$ cat src/verilog/ivmu_pkg.sv
// Shared sizes, register map and data types of the interrupt vector unit, imported by every block
package ivmu_pkg;

    // Source count and split into two priority halves
    localparam int IRQ_COUNT = 16;
    localparam int IRQ_HALF  = 8;

    // Vector width, also the register word width
    localparam int VEC_W = 32;

    // Register bus address width, decoded in full
    localparam int ADDR_W = 8;

    // Register map
    // Addresses below IRQ_COUNT select a vector table entry
    localparam logic [ADDR_W-1:0] CSR_MASK_ADDR   = 8'd16;
    localparam logic [ADDR_W-1:0] CSR_STATUS_ADDR = 8'd17;

    // One vector or one register word
    typedef logic [VEC_W-1:0] vec_t;

    // Source, mask or status pattern, bit i is source i
    typedef logic [IRQ_COUNT-1:0] irq_t;

    // Whole vector table packed together, entry i belongs to source i
    typedef logic [IRQ_COUNT-1:0][VEC_W-1:0] vec_table_t;

endpackage

$ cat src/verilog/ivmu_half_if.sv
// Per-half priority results passed from the encode stage to the final select stage
`timescale 1ns/10ps

interface ivmu_half_if
    import ivmu_pkg::*;
();

    // Winning vector of each half
    vec_t vec_hi;
    vec_t vec_lo;

    // Some unmasked source is pending in the half
    logic valid_hi;
    logic valid_lo;

    // Priority stage drives the registered results
    modport src (
        output vec_hi, vec_lo, valid_hi, valid_lo
    );

    // Select stage only reads them, no handshake since it moves every cycle
    modport dst (
        input vec_hi, vec_lo, valid_hi, valid_lo
    );

endinterface

$ cat src/verilog/ivmu_csr_bank.sv
// Register bus slave holding the vector table, mask and status, answering four-phase req/ack
`timescale 1ns/10ps

module ivmu_csr_bank
    import ivmu_pkg::*;
(
    input  logic              clk,
    input  logic              rst_n,
    // Host side of the register bus
    input  logic              req,
    input  logic              wr,
    input  logic [ADDR_W-1:0] addr,
    input  vec_t              wdata,
    output logic              ack,
    output vec_t              rdata,
    // Masked pattern from the priority stage, sampled into status
    input  irq_t              irq_masked,
    // Configuration handed to the interrupt path
    output vec_table_t        vec_table,
    output irq_t              irq_mask
);

    // Status copy of the masked pattern, one cycle behind
    irq_t status;

    // Decoded read data for the current address
    vec_t rd_mux;

    // Address falls into the vector table range
    logic in_table;

    assign in_table = (addr < ADDR_W'(IRQ_COUNT));

    // Read decode over the full address
    // Anything outside the map reads zero
    always_comb begin
        if (in_table) begin
            rd_mux = vec_table[addr[$clog2(IRQ_COUNT)-1:0]];
        end else if (addr == CSR_MASK_ADDR) begin
            rd_mux = VEC_W'(irq_mask);
        end else if (addr == CSR_STATUS_ADDR) begin
            rd_mux = VEC_W'(status);
        end else begin
            rd_mux = '0;
        end
    end

    // Handshake state is the ack flop itself
    // Low means idle, high means a transaction waits for req to drop
    always_ff @(posedge clk or negedge rst_n) begin
        if (!rst_n) begin
            ack <= 1'b0;
        end else if (!ack && req) begin
            // Accept on the first edge that sees req
            ack <= 1'b1;
        end else if (ack && !req) begin
            // Host has let go, close the transaction
            ack <= 1'b0;
        end
    end

    // Register writes and read capture happen on the accepting edge
    always_ff @(posedge clk or negedge rst_n) begin
        if (!rst_n) begin
            vec_table <= '0;
            irq_mask  <= '0;
            rdata     <= '0;
        end else if (!ack && req) begin
            if (wr) begin
                if (in_table) begin
                    vec_table[addr[$clog2(IRQ_COUNT)-1:0]] <= wdata;
                end else if (addr == CSR_MASK_ADDR) begin
                    // Only the low bits carry mask state
                    irq_mask <= wdata[IRQ_COUNT-1:0];
                end
                // Status and unmapped addresses drop the write
            end else begin
                // Held until the next read, so stable while ack is high
                rdata <= rd_mux;
            end
        end
    end

    // Status tracks the masked pattern on every edge
    always_ff @(posedge clk or negedge rst_n) begin
        if (!rst_n) begin
            status <= '0;
        end else begin
            status <= irq_masked;
        end
    end

endmodule

$ cat src/verilog/ivmu_prio_stage.sv
// Interrupt pipeline stages 1 and 2: mask and capture sources, then encode each half
`timescale 1ns/10ps

module ivmu_prio_stage
    import ivmu_pkg::*;
(
    input  logic       clk,
    input  logic       rst_n,
    input  irq_t       irq_sources,
    input  irq_t       irq_mask,
    input  vec_table_t vec_table,
    // Stage 1 register, also feeds the status register
    output irq_t       irq_masked,
    ivmu_half_if.src   half
);

    // Combinational encoder outputs ahead of the stage 2 register
    vec_t enc_vec_hi;
    vec_t enc_vec_lo;

    // Highest set bit of a half picks its table entry
    // Zero when no bit is set
    function automatic vec_t encode_half(
        input logic [IRQ_HALF-1:0]            bits,
        input logic [IRQ_HALF-1:0][VEC_W-1:0] entries
    );
        vec_t sel;
        sel = '0;
        // Later iterations overwrite earlier ones, so the top bit wins
        for (int i = 0; i < IRQ_HALF; i++) begin
            if (bits[i]) begin
                sel = entries[i];
            end
        end
        return sel;
    endfunction

    // Stage 1, masked bits cleared before capture
    always_ff @(posedge clk or negedge rst_n) begin
        if (!rst_n) begin
            irq_masked <= '0;
        end else begin
            irq_masked <= irq_sources & ~irq_mask;
        end
    end

    // Each half uses its own slice of the table
    assign enc_vec_hi = encode_half(irq_masked[IRQ_COUNT-1:IRQ_HALF],
                                    vec_table[IRQ_COUNT-1:IRQ_HALF]);
    assign enc_vec_lo = encode_half(irq_masked[IRQ_HALF-1:0],
                                    vec_table[IRQ_HALF-1:0]);

    // Stage 2, results registered into the interface
    always_ff @(posedge clk or negedge rst_n) begin
        if (!rst_n) begin
            half.vec_hi   <= '0;
            half.vec_lo   <= '0;
            half.valid_hi <= 1'b0;
            half.valid_lo <= 1'b0;
        end else begin
            half.vec_hi   <= enc_vec_hi;
            half.vec_lo   <= enc_vec_lo;
            half.valid_hi <= |irq_masked[IRQ_COUNT-1:IRQ_HALF];
            half.valid_lo <= |irq_masked[IRQ_HALF-1:0];
        end
    end

endmodule

$ cat src/verilog/ivmu_select_stage.sv
// Interrupt pipeline stage 3: choose between the half results and register the outputs
`timescale 1ns/10ps

module ivmu_select_stage
    import ivmu_pkg::*;
(
    input  logic     clk,
    input  logic     rst_n,
    ivmu_half_if.dst half,
    output vec_t     irq_vector,
    output logic     irq_valid
);

    // Selected vector before the output register
    vec_t sel_vec;

    // Upper half has priority whenever it holds a request
    always_comb begin
        if (half.valid_hi) begin
            sel_vec = half.vec_hi;
        end else if (half.valid_lo) begin
            sel_vec = half.vec_lo;
        end else begin
            // Nothing pending
            sel_vec = '0;
        end
    end

    // Output register, levels only
    always_ff @(posedge clk or negedge rst_n) begin
        if (!rst_n) begin
            irq_vector <= '0;
            irq_valid  <= 1'b0;
        end else begin
            irq_vector <= sel_vec;
            irq_valid  <= half.valid_hi | half.valid_lo;
        end
    end

endmodule

$ cat src/verilog/ivmu_top.sv
// Top level of the interrupt vector unit, wiring the register bank to the three-stage pipeline
`timescale 1ns/10ps

module ivmu_top
    import ivmu_pkg::*;
(
    input  logic              clk,
    input  logic              rst_n,
    // Register bus
    input  logic              req,
    input  logic              wr,
    input  logic [ADDR_W-1:0] addr,
    input  vec_t              wdata,
    output logic              ack,
    output vec_t              rdata,
    // Interrupt sources and result
    input  irq_t              irq_sources,
    output vec_t              irq_vector,
    output logic              irq_valid
);

    // Configuration from the register bank
    vec_table_t vec_table;
    irq_t       irq_mask;

    // Stage 1 pattern returned for the status register
    irq_t       irq_masked;

    // Stage 2 to stage 3 results
    ivmu_half_if half_bus ();

    ivmu_csr_bank csr_bank_inst (
        .clk        (clk),
        .rst_n      (rst_n),
        .req        (req),
        .wr         (wr),
        .addr       (addr),
        .wdata      (wdata),
        .ack        (ack),
        .rdata      (rdata),
        .irq_masked (irq_masked),
        .vec_table  (vec_table),
        .irq_mask   (irq_mask)
    );

    ivmu_prio_stage prio_stage_inst (
        .clk         (clk),
        .rst_n       (rst_n),
        .irq_sources (irq_sources),
        .irq_mask    (irq_mask),
        .vec_table   (vec_table),
        .irq_masked  (irq_masked),
        .half        (half_bus.src)
    );

    ivmu_select_stage select_stage_inst (
        .clk        (clk),
        .rst_n      (rst_n),
        .half       (half_bus.dst),
        .irq_vector (irq_vector),
        .irq_valid  (irq_valid)
    );

endmodule
$ cat config.mk
export PLATFORM = sky130hd
export DESIGN_NAME = ivmu_top
export DESIGN_NICKNAME = d
export VERILOG_FILES = /design/src/verilog/ivmu_pkg.sv /design/src/verilog/ivmu_half_if.sv /design/src/verilog/ivmu_csr_bank.sv /design/src/verilog/ivmu_prio_stage.sv /design/src/verilog/ivmu_select_stage.sv /design/src/verilog/ivmu_top.sv
export SDC_FILE = /design/constraint.sdc
export NUM_CORES = 1
export LEC_CHECK = 0
export CORE_AREA = 4 4 330 235
export DETAILED_ROUTE_END_ITERATION = 8
export DIE_AREA = 0 0 334 239
export DONT_BUFFER_PORTS = 1
export GPL_ROUTABILITY_DRIVEN = 0
export PLACE_DENSITY = 0.65
export REMOVE_ABC_BUFFERS = 1
export SKIP_LAST_GASP = 1
export SLEW_MARGIN = 20
export SYNTH_ARGS = -nofsm -noshare
export SYNTH_HDL_FRONTEND = slang
export SYNTH_SLANG_ARGS = --single-unit
$ cat constraint.sdc
create_clock -name clk -period 5.63 [get_ports clk]
set_input_delay 0.2815 -clock clk [delete_from_list [all_inputs] [get_ports clk]]
set_output_delay 0.2815 -clock clk [all_outputs]
set_load 0.005 [all_outputs]
==> out/qor.yml <==
run:
  drv_cap: 0
sta:
  fin_tns_setup_ps: 0
  hold_ws_ps: 16.2
  fmax_mhz: 314
  hold_viol: 0
  skew_ps: 25.4
  layout_min_cycle_time_ps: 3190
  worst_slew_pin_slew_ps: 1100
  relSlewSlack_pct: 26.4
  rsz0062_at_grt: "false"
  period_share_pct: 56.6
  drv_slew: 0
  setup_viol: 0
final_layout:
  fin_nets: 2589
  layout_commonest_cell: "dfrtp_1"
  layout_common_cells: "dfrtp_1, mux2_2, nand2_1, mux4_2, mux2i_1"
  final.fill_count: 6371
  fin_cells: 3569
  drive_gt1_share_pct: 31.4
  design_area_sq_mm: 0.0370
  syn2layout_area_growth_pct: 11.6
global_route:
  overflow: 0
  grt_pass1_vias: 24300
  grt_busiest_layer: "met2"
  grtUsageMet2_pct: 40.6
  grt_usage_pct: 27.8
  grt_pass1_wl_um: 165000
  grt_max_degree: 693
  grt_use_met1_pct: 39.8
  met3_usage_pct: 8.83
  antenna_found_initial: 8
logic_synthesis:
  synthCells: 2586
  synth.avg_cell_area_sq_um: 12.8
  asyncSetResetFlopFracSynth_pct: 100
  ys_types: 45
  synth_edf_count: 0
  synth_seq_cells: 692
  synthFlopType: "dfrtp_1"
  ys.warnings.count: 0
  synth_area_sq_mm: 0.0332
  ys_seq_area_share_pct: 52.2
setup_path:
  r2r_cells: 6
  slowest_delay_ps: 950
  regToRegSetupSlack_ps: 2440
  required_ps: 6120
  cp_max_fo: 21
  path_cells: "inv_1, ha_1, nand4_1, nor2_4, buf_4, mux2_2"
  cp_top_family: "simple AND/OR/NAND/NOR gates"
  critical_path_buf_inv_count: 2
  crit_arrival_ps: 3680
  r2r_end: "csr_bank_inst.vec_table[510]"
  endpoint_kind: "flip-flop"
  worstSetupPathType: "flip-flop to flip-flop"
  critPathLaunch: "csr_bank_inst.ack"
  worstReg2RegStart: "csr_bank_inst.ack"
  cpMaxStageDelayCell: "nor2_4"
  cp-start-kind: "flip-flop"
floorplan:
  ioPinCount: 126
  dieArea_sq_mm: 0.0798
  die_width_um: 334
  fp-row-count: 84
  start_util_pct: 44.6
  core_area_sq_mm: 0.0744
  die_y_um: 239
placement:
  dpl_cell_area_sq_mm: 0.0340
  portBuffers: 0
  post-place-cells: 3389
  hpwl_um: 64700
pwr:
  peakVddDrop_v: 0.000214
  swShare_pct: 24.8
  intPower_mw: 8.39
  p_leak_nw: 16.5
  power_density_mw_per_mm2: 302
  combinationalPowerShare_pct: 7.9
  finalPower_mw: 11.2
  seq_power_share_pct: 48.3
  switchingPower_mw: 2.76
  p_clk_share_pct: 43.8
drt:
  ant_nets: 0
  dr.pass1.iters: 6
  route.detailed.drc: 0
  wl_um: 112000
  drt-initial-drc-count: 2788
  vias: 23900
  wl_per_cell_um: 31.3
  viasPerCell: 6.69
clock_network:
  numCtsBuffers: 68
  clock_latency_ps: 630
  cts_tree: "built"
  h-tree-depth: 3
  cts_buffer_depth: 3
  root_buffer: "clkbuf_16"
  cts_resized: 0
  clkSinkCount: 692
  path_clk_slew_ps: 60
hold_path:
  min_to: "csr_bank_inst.rdata[3]"
  holdPathStages: 3
  hold_path.class: "input pin to flip-flop"
  holdCritStartpoint: "addr[1]"
outcome:
  status: "finished, final reports clean"
## power by group through the flow
stage / logic (mW) / registers [mW] / clock network [mW]
5_1_grt: 0.938 / 5.41 / 5.14
3_3_place_gp: 0.655 / 5.47 / 0
3_5_place_dp: 0.668 / 5.48 / 0
4_1_cts: 0.754 / 5.39 / 4.94
6_report: 0.879 / 5.39 / 4.89
2_1_floorplan: 0.430 / 5.41 / 0
## per-layer routing
layer | vias up | wire length, um | share of wire [%]
li1 | 9574 | - | -
met1 | 12500 | 46000 | 41
met2 | 1466 | 48400 | 43
met3 | 279 | 14000 | 12
met4 | 6 | 3470 | 3.1
met5 | - | 37 | 0.033
## through the flow
step | utilization, % | worst slack [ps]
5_1_grt | 49.7 | 2360
3_3_place_gp | 45.7 | 2480
4_1_cts | 49.5 | 2480
3_5_place_dp | 45.7 | 2500
6_report | 49.7 | 2440
2_1_floorplan | - | 2600
## final cells by class
type                       count  area (sq um)  area share, %
timing repair buffer         110          1070           2.89
multi-input combinational   1627         14900           40.3
inverter                      29           109          0.294
sequential                   692         17300           46.8
clock buffer                  94          1970           5.31
tap                          989          1240           3.34
antenna                        3          7.51         0.0203
clock inverter                25           373           1.01
## repair_timing
item | in CTS | in global routing
setup buffers | 0 | 0
hold endpoints to repair | 1245 | 352
hold buffers | 51 | 3
## Yosys cell counts (all sizes together) (29+ instances only)
| master | instances | share of area [%] |
|---|---|---|
| dfrtp | 692 | 52 |
| mux2 | 538 | 18 |
| clkbuf | 132 | 1.5 |
| nand2 | 130 | 1.5 |
| buf | 106 | 1.5 |
| mux4 | 102 | 6.9 |
| mux2i | 75 | 2.3 |
| a21oi | 72 | 1.1 |
| o21ai | 72 | 1.1 |
| o22ai | 68 | 1.3 |
| nand3b | 59 | 1.3 |
| a31oi | 58 | 1.1 |
| nor2b | 58 | 1.1 |
| nor2 | 52 | 0.59 |
| nand3 | 43 | 0.65 |
| a221o | 42 | 1.3 |
| nand2b | 33 | 0.62 |
| a22o | 31 | 0.82 |
| inv | 29 | 0.33 |
## sequential cells by signal, summed over array words and instances (netlist names), 16 cells and up
name,count
prio_stage_inst.half.vec_lo,32
csr_bank_inst.rdata,32
select_stage_inst.irq_vector,32
prio_stage_inst.irq_masked,16
csr_bank_inst.irq_mask,16
csr_bank_inst.vec_table,512
csr_bank_inst.status,16
prio_stage_inst.half.vec_hi,32
## cell families after synthesis
family,synth area share [%]
multiplexers,27.6
adder cells (fa/ha/maj),0.0377
flip-flops,52.2
AND/OR/NAND/NOR,7.38
AO/OA/AOI/OAI,9.47
buffers and inverters,3.31
## how the worst max path moves through the flow
stage | slack, ps | endpoint | depth (start not counted)
final | 2440 | csr_bank_inst.vec_table[510] | 6
after global routing | 2360 | csr_bank_inst.vec_table[510] | 6
after CTS | 2480 | csr_bank_inst.vec_table[510] | 6
after detailed placement | 2500 | csr_bank_inst.vec_table[504] | 6
after global placement | 2480 | csr_bank_inst.vec_table[363] | 6
after floorplan | 2600 | csr_bank_inst.vec_table[128] | 4
## worst reg2reg max path, stage by stage (launching register included)
cell	delay, ps
dfrtp_1	400
inv_1	70
ha_1	350
nand4_1	470
nor2_4	950
buf_4	420
mux2_2	400
Note: power is estimated with default switching activity, not from simulation.
